**src/logic/aluPkg.sv**
```systemverilog
//////////////////////////////////////////////////////////////////////
// Execution-side types shared by decoder, ALU and execute stage
//////////////////////////////////////////////////////////////////////
package aluPkg;

	// ALU function select, 5 bits wide
	typedef enum logic [4:0] {
		ADD  = 5'd0,
		SUB  = 5'd1,
		MUL  = 5'd2,
		AND  = 5'd3,
		OR   = 5'd4,
		NOR  = 5'd5,
		XOR  = 5'd6,
		SLL  = 5'd7,  // b shifted left by a
		SRL  = 5'd8,  // b shifted right by a, logical
		SLT  = 5'd9,  // Signed less-than
		SLTU = 5'd10, // Unsigned less-than
		LUI  = 5'd11  // b low half into upper half
	} aluOp_t;

	// Branch conditions, all on rs (and rt for EQ/NE)
	typedef enum logic [1:0] {
		EQ  = 2'd0,
		NE  = 2'd1,
		LEZ = 2'd2,
		GTZ = 2'd3
	} branchCond_t;

	// Decoder output
	typedef struct packed {
		aluOp_t      aluOp;
		logic        useImm;       // Operand B from immValue
		logic        shiftByShamt; // Operand A from shamt
		logic [31:0] immValue;     // Already extended
		logic        writesReg;    // Never set for r0
		logic [4:0]  destReg;
		logic        isBranch;
		branchCond_t branchCond;
		logic        illegal;
	} decodedCtrl_t;

	// Registered outcome of one instruction
	typedef struct packed {
		logic        wbValid;
		logic [4:0]  wbReg;
		logic [31:0] wbData;
		logic        branchValid;
		logic        branchTaken;
		logic [31:0] branchTarget;
		logic        illegalInstr;
	} execResult_t;

endpackage

```
**src/logic/mipsIsaPkg.sv**
```systemverilog
//////////////////////////////////////////////////////////////////////
// MIPS32 instruction encoding for the execute slice
//////////////////////////////////////////////////////////////////////
package mipsIsaPkg;

	typedef logic [5:0] opcode_t; // Bits 31:26 of every instruction
	typedef logic [5:0] funct_t;  // Bits 5:0, R-type only

	// Primary opcodes
	localparam opcode_t opRType = 6'h00; // SPECIAL, operation sits in funct
	localparam opcode_t opBeq   = 6'h04;
	localparam opcode_t opBne   = 6'h05;
	localparam opcode_t opBlez  = 6'h06;
	localparam opcode_t opBgtz  = 6'h07;
	localparam opcode_t opAddi  = 6'h08;
	localparam opcode_t opAddiu = 6'h09;
	localparam opcode_t opSlti  = 6'h0a;
	localparam opcode_t opSltiu = 6'h0b;
	localparam opcode_t opAndi  = 6'h0c;
	localparam opcode_t opOri   = 6'h0d;
	localparam opcode_t opXori  = 6'h0e;
	localparam opcode_t opLui   = 6'h0f;

	// R-type function codes
	localparam funct_t fnSll  = 6'h00; // Shift by shamt
	localparam funct_t fnSrl  = 6'h02;
	localparam funct_t fnSllv = 6'h04; // Shift by rs
	localparam funct_t fnSrlv = 6'h06;
	localparam funct_t fnMul  = 6'h18; // Low word of the product only
	localparam funct_t fnAdd  = 6'h20;
	localparam funct_t fnAddu = 6'h21;
	localparam funct_t fnSub  = 6'h22;
	localparam funct_t fnSubu = 6'h23;
	localparam funct_t fnAnd  = 6'h24;
	localparam funct_t fnOr   = 6'h25;
	localparam funct_t fnXor  = 6'h26;
	localparam funct_t fnNor  = 6'h27;
	localparam funct_t fnSlt  = 6'h2a; // Signed compare
	localparam funct_t fnSltu = 6'h2b; // Unsigned compare

	// Register-register format
	typedef struct packed {
		opcode_t    opcode;
		logic [4:0] rs;
		logic [4:0] rt;
		logic [4:0] rd;
		logic [4:0] shamt;
		funct_t     funct;
	} rType_t;

	// Immediate format, also used by the branches
	typedef struct packed {
		opcode_t     opcode;
		logic [4:0]  rs;
		logic [4:0]  rt;
		logic [15:0] imm16;
	} iType_t;

	// One word, two views
	typedef union packed {
		rType_t r;
		iType_t i;
	} instr_u;

endpackage

```
**src/logic/aluCore.sv**
```systemverilog
module aluCore (
	input  aluPkg::aluOp_t aluOp, // Function select from the decoder
	input  logic [31:0]    a,     // Operand A, rs or shamt
	input  logic [31:0]    b,     // Operand B, rt or immediate
	output logic [31:0]    aluResult,
	output logic           zero   // High when aluResult is zero
);

	logic [4:0] shiftAmount; // Only the low five bits of a count

	assign shiftAmount = a[4:0];

	always_comb begin
		// Operation select must be known whenever the ALU is evaluated
		assert final (!$isunknown(aluOp))
			else $error("aluCore: unknown ALU operation %b", aluOp);

		case (aluOp)
			aluPkg::ADD: begin
				aluResult = a + b; // Add, no overflow trap
			end
			aluPkg::SUB: begin
				aluResult = a - b; // Also used for beq/bne
			end
			aluPkg::MUL: begin
				aluResult = a * b; // Low 32 bits kept
			end
			aluPkg::AND: begin
				aluResult = a & b;
			end
			aluPkg::OR: begin
				aluResult = a | b;
			end
			aluPkg::NOR: begin
				aluResult = ~(a | b);
			end
			aluPkg::XOR: begin
				aluResult = a ^ b;
			end

			// Shifts move b, a gives the distance
			aluPkg::SLL: begin
				aluResult = b << shiftAmount;
			end
			aluPkg::SRL: begin
				aluResult = b >> shiftAmount; // Zero fill
			end

			// Compares give 1 or 0
			aluPkg::SLT: begin
				if ($signed(a) < $signed(b)) begin
					aluResult = 32'd1;
				end
				else begin
					aluResult = 32'd0;
				end
			end
			aluPkg::SLTU: begin
				if (a < b) begin
					aluResult = 32'd1; // Plain unsigned order
				end
				else begin
					aluResult = 32'd0;
				end
			end

			aluPkg::LUI: begin
				aluResult = {b[15:0], 16'h0000}; // Immediate to upper half
			end

			default: begin
				aluResult = 32'd0; // Unused codes
			end
		endcase
	end

	// Zero flag follows the result for every operation
	assign zero = (aluResult == 32'd0);

endmodule

```
**src/logic/aluDecoder.sv**
```systemverilog
module aluDecoder (
	input  mipsIsaPkg::instr_u   instr, // Raw word, read through both views
	output aluPkg::decodedCtrl_t ctrl
);

	logic [31:0] immSigned; // For arithmetic, compares and branches
	logic [31:0] immZero;   // For the logical immediates

	assign immSigned = {{16{instr.i.imm16[15]}}, instr.i.imm16};
	assign immZero   = {16'h0000, instr.i.imm16};

	always_comb begin
		ctrl = '0; // No write, no branch, operand B from rt
		ctrl.aluOp = aluPkg::ADD;
		ctrl.destReg = instr.i.rt; // I-type destination

		case (instr.i.opcode)
			mipsIsaPkg::opRType: begin
				ctrl.destReg = instr.r.rd; // R-type destination
				ctrl.writesReg = 1'b1;
				case (instr.r.funct)
					mipsIsaPkg::fnAdd, mipsIsaPkg::fnAddu: ctrl.aluOp = aluPkg::ADD;
					mipsIsaPkg::fnSub, mipsIsaPkg::fnSubu: ctrl.aluOp = aluPkg::SUB;
					mipsIsaPkg::fnMul:  ctrl.aluOp = aluPkg::MUL;
					mipsIsaPkg::fnAnd:  ctrl.aluOp = aluPkg::AND;
					mipsIsaPkg::fnOr:   ctrl.aluOp = aluPkg::OR;
					mipsIsaPkg::fnNor:  ctrl.aluOp = aluPkg::NOR;
					mipsIsaPkg::fnXor:  ctrl.aluOp = aluPkg::XOR;
					mipsIsaPkg::fnSlt:  ctrl.aluOp = aluPkg::SLT;
					mipsIsaPkg::fnSltu: ctrl.aluOp = aluPkg::SLTU;
					mipsIsaPkg::fnSll: begin
						ctrl.aluOp = aluPkg::SLL;
						ctrl.shiftByShamt = 1'b1; // Distance from shamt
					end
					mipsIsaPkg::fnSrl: begin
						ctrl.aluOp = aluPkg::SRL;
						ctrl.shiftByShamt = 1'b1;
					end
					mipsIsaPkg::fnSllv: ctrl.aluOp = aluPkg::SLL; // Distance from rs
					mipsIsaPkg::fnSrlv: ctrl.aluOp = aluPkg::SRL;
					default: ctrl.illegal = 1'b1; // Unknown funct
				endcase
			end

			// Immediates, sign-extended
			mipsIsaPkg::opAddi, mipsIsaPkg::opAddiu: begin
				ctrl.aluOp = aluPkg::ADD;
				ctrl.immValue = immSigned;
			end
			mipsIsaPkg::opSlti: begin
				ctrl.aluOp = aluPkg::SLT;
				ctrl.immValue = immSigned;
			end
			mipsIsaPkg::opSltiu: begin
				ctrl.aluOp = aluPkg::SLTU; // Extended signed, compared unsigned
				ctrl.immValue = immSigned;
			end

			// Immediates, zero-extended
			mipsIsaPkg::opAndi: begin
				ctrl.aluOp = aluPkg::AND;
				ctrl.immValue = immZero;
			end
			mipsIsaPkg::opOri: begin
				ctrl.aluOp = aluPkg::OR;
				ctrl.immValue = immZero;
			end
			mipsIsaPkg::opXori: begin
				ctrl.aluOp = aluPkg::XOR;
				ctrl.immValue = immZero;
			end
			mipsIsaPkg::opLui: begin
				ctrl.aluOp = aluPkg::LUI;
				ctrl.immValue = immZero;
			end

			// Branches compare through SUB
			mipsIsaPkg::opBeq:  ctrl.branchCond = aluPkg::EQ;
			mipsIsaPkg::opBne:  ctrl.branchCond = aluPkg::NE;
			mipsIsaPkg::opBlez: ctrl.branchCond = aluPkg::LEZ;
			mipsIsaPkg::opBgtz: ctrl.branchCond = aluPkg::GTZ;

			default: ctrl.illegal = 1'b1; // Unknown opcode
		endcase

		// Opcode groups that share settings
		case (instr.i.opcode)
			mipsIsaPkg::opBeq, mipsIsaPkg::opBne, mipsIsaPkg::opBlez, mipsIsaPkg::opBgtz: begin
				ctrl.isBranch = 1'b1;
				ctrl.aluOp = aluPkg::SUB;
				ctrl.immValue = immSigned; // Word offset
			end
			mipsIsaPkg::opRType: begin
				ctrl.useImm = 1'b0;
			end
			default: begin
				ctrl.useImm = !ctrl.illegal;
				ctrl.writesReg = !ctrl.illegal;
			end
		endcase

		// r0 is never written, illegal words write nothing
		if (ctrl.illegal || ctrl.destReg == 5'd0) begin
			ctrl.writesReg = 1'b0;
		end
	end

endmodule

```
**src/logic/execStage.sv**
```systemverilog
module execStage (
	input  logic                 Clk,
	input  logic                 rst,
	input  logic                 instrValid, // Plain strobe without handshake
	input  logic [31:0]          pc,
	input  mipsIsaPkg::instr_u   instr,      // Only shamt is taken from here
	input  aluPkg::decodedCtrl_t ctrl,
	input  logic [31:0]          rsValue,
	input  logic [31:0]          rtValue,
	output aluPkg::execResult_t  result
);

	logic [31:0] opA;          // ALU operand A
	logic [31:0] opB;          // ALU operand B
	logic [31:0] aluResult;
	logic        zero;
	logic        takenNow;     // Branch condition this cycle
	logic [31:0] targetNow;    // pc + 4 + offset * 4

	logic        wbValidQ;     // Strobes cleared by reset
	logic        branchValidQ;
	logic        branchTakenQ;
	logic        illegalQ;
	logic [4:0]  wbRegQ;       // Payload
	logic [31:0] wbDataQ;
	logic [31:0] targetQ;

	//////////////////////////////////////////////////////////////////////
	// Operand select and ALU
	//////////////////////////////////////////////////////////////////////
	assign opA = ctrl.shiftByShamt ? {27'd0, instr.r.shamt} : rsValue;
	assign opB = ctrl.useImm ? ctrl.immValue : rtValue;

	aluCore aluCore_i (
		.aluOp     (ctrl.aluOp),
		.a         (opA),
		.b         (opB),
		.aluResult (aluResult),
		.zero      (zero)
	);

	//////////////////////////////////////////////////////////////////////
	// Branch resolution
	//////////////////////////////////////////////////////////////////////
	always_comb begin
		case (ctrl.branchCond)
			aluPkg::EQ:  takenNow = zero;  // rs - rt == 0
			aluPkg::NE:  takenNow = !zero;
			aluPkg::LEZ: takenNow = rsValue[31] || (rsValue == 32'd0); // Signed <= 0
			default:     takenNow = !rsValue[31] && (rsValue != 32'd0); // GTZ
		endcase
	end

	assign targetNow = pc + 32'd4 + {ctrl.immValue[29:0], 2'b00};

	//////////////////////////////////////////////////////////////////////
	// Result register with one cycle of latency
	//////////////////////////////////////////////////////////////////////
	// Decoder flags keep the three strobes apart
	always_ff @(posedge Clk) begin
		if (rst) begin
			wbValidQ     <= 1'b0;
			branchValidQ <= 1'b0;
			branchTakenQ <= 1'b0;
			illegalQ     <= 1'b0;
		end
		else begin
			wbValidQ     <= instrValid && ctrl.writesReg;
			branchValidQ <= instrValid && ctrl.isBranch;
			branchTakenQ <= instrValid && ctrl.isBranch && takenNow;
			illegalQ     <= instrValid && ctrl.illegal;
		end
	end

	always_ff @(posedge Clk) begin
		wbRegQ  <= ctrl.destReg;
		wbDataQ <= aluResult;
		targetQ <= targetNow;
	end

	assign result = '{
		wbValid:      wbValidQ,
		wbReg:        wbRegQ,
		wbData:       wbDataQ,
		branchValid:  branchValidQ,
		branchTaken:  branchTakenQ,
		branchTarget: targetQ,
		illegalInstr: illegalQ
	};

	// One kind of outcome per instruction
	oneStrobe: assert property (
		@(posedge Clk) disable iff (rst)
		$onehot0({result.wbValid, result.branchValid, result.illegalInstr})
	) else $error("execStage: more than one result strobe");

endmodule

```
**src/logic/mipsExecTop.sv**
```systemverilog
module mipsExecTop (
	input  logic                Clk,
	input  logic                rst,
	input  logic                instrValid, // One instruction per cycle at most
	input  mipsIsaPkg::instr_u  instr,
	input  logic [31:0]         pc,
	output aluPkg::execResult_t result      // One cycle after the instruction
);

	aluPkg::decodedCtrl_t ctrl; // Decoder to execute stage
	logic [31:0]          rsValue;
	logic [31:0]          rtValue;

	//////////////////////////////////////////////////////////////////////
	// Decode and register read, same cycle
	//////////////////////////////////////////////////////////////////////
	aluDecoder decoder_i (
		.instr (instr),
		.ctrl  (ctrl)
	);

	// Writeback comes straight from the registered result
	regFile regFile_i (
		.Clk     (Clk),
		.rst     (rst),
		.rdAddrA (instr.r.rs),
		.rdAddrB (instr.r.rt),
		.wrEn    (result.wbValid),
		.wrAddr  (result.wbReg),
		.wrData  (result.wbData),
		.rdDataA (rsValue),
		.rdDataB (rtValue)
	);

	//////////////////////////////////////////////////////////////////////
	// Execute and register the outcome
	//////////////////////////////////////////////////////////////////////
	execStage execStage_i (
		.Clk        (Clk),
		.rst        (rst),
		.instrValid (instrValid),
		.pc         (pc),
		.instr      (instr),
		.ctrl       (ctrl),
		.rsValue    (rsValue),
		.rtValue    (rtValue),
		.result     (result)
	);

endmodule

```
**src/logic/regFile.sv**
```systemverilog
module regFile (
	input  logic        Clk,
	input  logic        rst,
	input  logic [4:0]  rdAddrA, // rs
	input  logic [4:0]  rdAddrB, // rt
	input  logic        wrEn,    // From the registered writeback
	input  logic [4:0]  wrAddr,
	input  logic [31:0] wrData,
	output logic [31:0] rdDataA,
	output logic [31:0] rdDataB
);

	logic [31:0] regs [32]; // Entry 0 stays zero

	always_ff @(posedge Clk) begin
		if (rst) begin
			for (int idx = 0; idx < 32; idx++) begin
				regs[idx] <= 32'd0; // All registers read zero after reset
			end
		end
		else if (wrEn && wrAddr != 5'd0) begin
			regs[wrAddr] <= wrData; // r0 ignores writes
		end
	end

	// Read port A with write-through
	always_comb begin
		if (rdAddrA == 5'd0) begin
			rdDataA = 32'd0; // Hard-wired r0
		end
		else if (wrEn && wrAddr == rdAddrA) begin
			rdDataA = wrData; // Pending write wins
		end
		else begin
			rdDataA = regs[rdAddrA];
		end
	end

	// Read port B, same rule
	always_comb begin
		if (rdAddrB == 5'd0) begin
			rdDataB = 32'd0;
		end
		else if (wrEn && wrAddr == rdAddrB) begin
			rdDataB = wrData;
		end
		else begin
			rdDataB = regs[rdAddrB];
		end
	end

	// Decoder drops r0 destinations, so writeback never targets r0
	noWriteToZero: assert property (
		@(posedge Clk) disable iff (rst) wrEn |-> (wrAddr != 5'd0)
	) else $error("regFile: write enabled to r0");

endmodule

```
**config.mk**
```make
export PLATFORM = sky130hd
export DESIGN_NAME = mipsExecTop
export DESIGN_NICKNAME = d
export VERILOG_FILES = /design/src/logic/aluPkg.sv /design/src/logic/mipsIsaPkg.sv /design/src/logic/aluCore.sv /design/src/logic/aluDecoder.sv /design/src/logic/execStage.sv /design/src/logic/mipsExecTop.sv /design/src/logic/regFile.sv
export SDC_FILE = /design/constraint.sdc
export NUM_CORES = 2
export LEC_CHECK = 0
export BUFFER_PORTS_ARGS = -buffer_cell sky130_fd_sc_hd__clkbuf_2
export CAP_MARGIN = 20
export CELL_PAD_IN_SITES_DETAIL_PLACEMENT = 0
export CELL_PAD_IN_SITES_GLOBAL_PLACEMENT = 1
export CORE_MARGIN = 2
export CORE_UTILIZATION = 48
export DETAILED_ROUTE_END_ITERATION = 10
export GPL_TIMING_DRIVEN = 0
export PLACE_DENSITY_LB_ADDON = 0.1
export SLEW_MARGIN = 25
export SYNTH_ARGS = -nofsm -noshare
export SYNTH_HDL_FRONTEND = slang
export SYNTH_HIERARCHICAL = 1
export SYNTH_SLANG_ARGS = --single-unit
```
**constraint.sdc**
```tcl
create_clock -name Clk -period 10.1 [get_ports Clk]
set_input_delay 0.505 -clock Clk [delete_from_list [all_inputs] [get_ports Clk]]
set_output_delay 0.505 -clock Clk [all_outputs]
set_load 0.02 [all_outputs]
```
==> flow_metrics.env <==
export IMPL_outcome="finished with violations"
export IMPL_violations="negative setup slack"
export IMPL_fin_crit_ns=11.16
export IMPL_drive_above_1_share=0.215
export IMPL_portBuffers=130
export IMPL_min_path_type="in2reg"
export IMPL_root_buffer="clkbuf_16"
export IMPL_ys_ff_latch=1097
export IMPL_placed_cell_area_sq_mm=0.0889
export IMPL_post_synth_top_area_fraction=0.364
export IMPL_rsz0062_at_grt="yes"
export IMPL_dr_pass1_iters=9
export IMPL_grt_max_degree=38
export IMPL_start_util=0.482
export IMPL_fmax_mhz=89.6
export IMPL_antenna_found_initial=40
export IMPL_synth_common_cells="and2_1 (1040), edfxtp_1 (1024), nor2_1 (509)"
export IMPL_fin_nets=8673
export IMPL_ir_drop_uv=1660
export IMPL_drt_iter0_drc=10830
export IMPL_finalInstanceArea_sq_mm=0.0986
export IMPL_die_width_um=424
export IMPL_drc=0
export IMPL_dp_cells=10008
export IMPL_pwr_density_cell_mw_per_mm2=381
export IMPL_synth_largest_area_cell="edfxtp_1"
export IMPL_numCtsBuffers=114
export IMPL_synth_edf_count=1024
export IMPL_yosysUniqueCellTypes=119
export IMPL_setup_ws_ns=-1.06
export IMPL_yosysMostFrequentCell="and2_1"
export IMPL_wl_um=466000
export IMPL_fin_tns_setup_ns=-1.34
export IMPL_arrival_ns=11.91
export IMPL_path_class="in2reg"
export IMPL_synth_area_leaders="edfxtp_1 (36%), mux4_2 (10%), fa_1 (9.7%)"
export IMPL_cts_sinks=1097
export IMPL_finalSetupViolCount=3
export IMPL_critPathMaxStageDelay_ns=0.70
export IMPL_syn_cell_area_sq_mm=0.0845
export IMPL_finalHoldViolations=0
export IMPL_die_area_sq_mm=0.179
export IMPL_gp_congestion=1.17
export IMPL_synthArstFlopShare=0
export IMPL_syn_area_per_cell_sq_um=11.3
export IMPL_dp_hpwl_um=350000
export IMPL_grt_usage=0.514
export IMPL_min_period_over_period=1.11
export IMPL_p_leak_nw=39.0
export IMPL_clock_path_buffers=3
export IMPL_first_global_vias=69990
export IMPL_syn_inst=7485
export IMPL_wl_per_cell_um=44.8
export IMPL_syn_to_final_growth_pct=16.6
export IMPL_htreeDepth=3
export IMPL_tightest_slew_ns=1.30
export IMPL_core_area_sq_mm=0.176
export IMPL_grt_overflow_total=0
export IMPL_ant_nets=0
export IMPL_end_kind="flip-flop"
export IMPL_pin_count=140
export IMPL_crit_fanout=11
export IMPL_cts_tree="yes"
export IMPL_cp_common_cell="fa_1"
export IMPL_total_power_mw=37.5
export IMPL_yosysSeqAreaShare=0.381
export IMPL_crit_required_ns=10.85
export IMPL_via_per_inst=6.98
export IMPL_maxSlewViolCount=0
export IMPL_fin_hold_ws_ns=0.0244
export IMPL_pre_cts_slack_ns=-5.74
export IMPL_drv_cap=0
export IMPL_start_kind="primary input"
export IMPL_slew_headroom=0.128
export IMPL_crit_path_top_delay_cell="nor2b_2"
export IMPL_yosys_warnings=6
export IMPL_dr_total_vias=72566
export IMPL_row_count=154
export IMPL_fin_cells=10390
export IMPL_clk_pin_slew_ns=0.06
export IMPL_die_y_um=424
export IMPL_skew_ns=0.0817
export IMPL_clk_latency_ns=0.82
export IMPL_grt_pass1_wl_um=615000
export IMPL_synth_ff_type="edfxtp_1"
export IMPL_finalCoreUtilization=0.561
worst max-delay path, delay by kind of cell:
family | cells | cell delay, ns
compound gates | 8 | 1.90
simple gates | 11 | 3.23
xor+xnor | 1 | 0.24
buf+inv | 7 | 1.54
fa+ha+maj | 9 | 4.43
cell families (layout without fill, tap and decap cells):
group / Yosys count / count (layout) / share of synthesized area
AND/OR/NAND/NOR: 2463 / 2463 / 0.155
buffers and inverters: 1150 / 1647 / 0.0589
AO/OA/AOI/OAI: 1128 / 1128 / 0.0948
flip-flops: 1097 / 1097 / 0.381
multiplexers: 802 / 802 / 0.156
adder cells (fa/ha/maj): 687 / 687 / 0.138
XOR/XNOR: 156 / 156 / 0.0162
other: 2 / 70 / 0.0000888
final timing paths:
check	from	to	slack (ns)	depth (start not counted)
max	instr[24]	execStage_i/branchTakenQ$_SDFF_PP0_	-1.06	36
min	pc[2]	execStage_i/targetQ[2]$_DFF_P_	0.02	4
max reg2reg	execStage_i/wbRegQ[3]$_DFF_P_	execStage_i/branchTakenQ$_SDFF_PP0_	-0.95	37
min reg2reg	execStage_i/wbDataQ[11]$_DFF_P_	regFile_i/regs[5][11]$_SDFFCE_PN0P_	0.77	2
where the power goes:
part	internal, mW	switching, mW	leakage, nW
Clock	2.56	1.90	1.88
Combinational	10.6	16.8	26.0
Sequential	5.18	0.494	11.2
registers in the layout, indices dropped and copies added, names as in the netlist:
name	flops
regFile_i/regs	1024
execStage_i/targetQ	32
execStage_i/wbDataQ	32
execStage_i/wbRegQ	5
execStage_i/branchTakenQ	1
execStage_i/branchValidQ	1
execStage_i/illegalQ	1
execStage_i/wbValidQ	1
what timing repair did:
action | 4_1_cts | 5_1_grt
hold buffers | 10 | 0
endpoints found under the hold margin | 8 | 0
endpoints found under the setup margin | 29 | 5
buffers inserted | 138 | 4
resized for setup | 1037 | 55
pin swaps | 83 | 20
layer usage:
| metal | GRT usage | wire, um | vias up |
|---|---|---|---|
| met5 | 0.00887 | 313 | - |
| met4 | 0.534 | 61300 | 16 |
| met3 | 0.171 | 55100 | 2055 |
| met2 | 0.763 | 201000 | 6263 |
| met1 | 0.561 | 148000 | 36377 |
| li1 | - | - | 27855 |
area by class of cell:
cell class,instances,area (sq um)
Multi-Input combinational cell,5269,49600
Buffer,646,5440
Inverter,485,1950
Sequential cell,1097,32200
Fill cell,15040,77000
Timing Repair Buffer,306,2430
Clock buffer,142,2990
Antenna cell,37,92.6
Tap cell,2340,2930
Clock inverter,68,910
layout by cell type, fill, tap and decap left out, types with 135 or more instances in the layout:
cell type,instances
a21oi_1,176
and2_1,1038
buf_4,200
clkbuf_1,298
clkbuf_16,135
clkbuf_2,175
edfxtp_1,1024
fa_1,395
ha_1,261
inv_1,446
mux2i_1,274
mux4_2,387
nand2_1,451
nor2_1,496
Note: power is estimated with default switching activity, not from simulation.
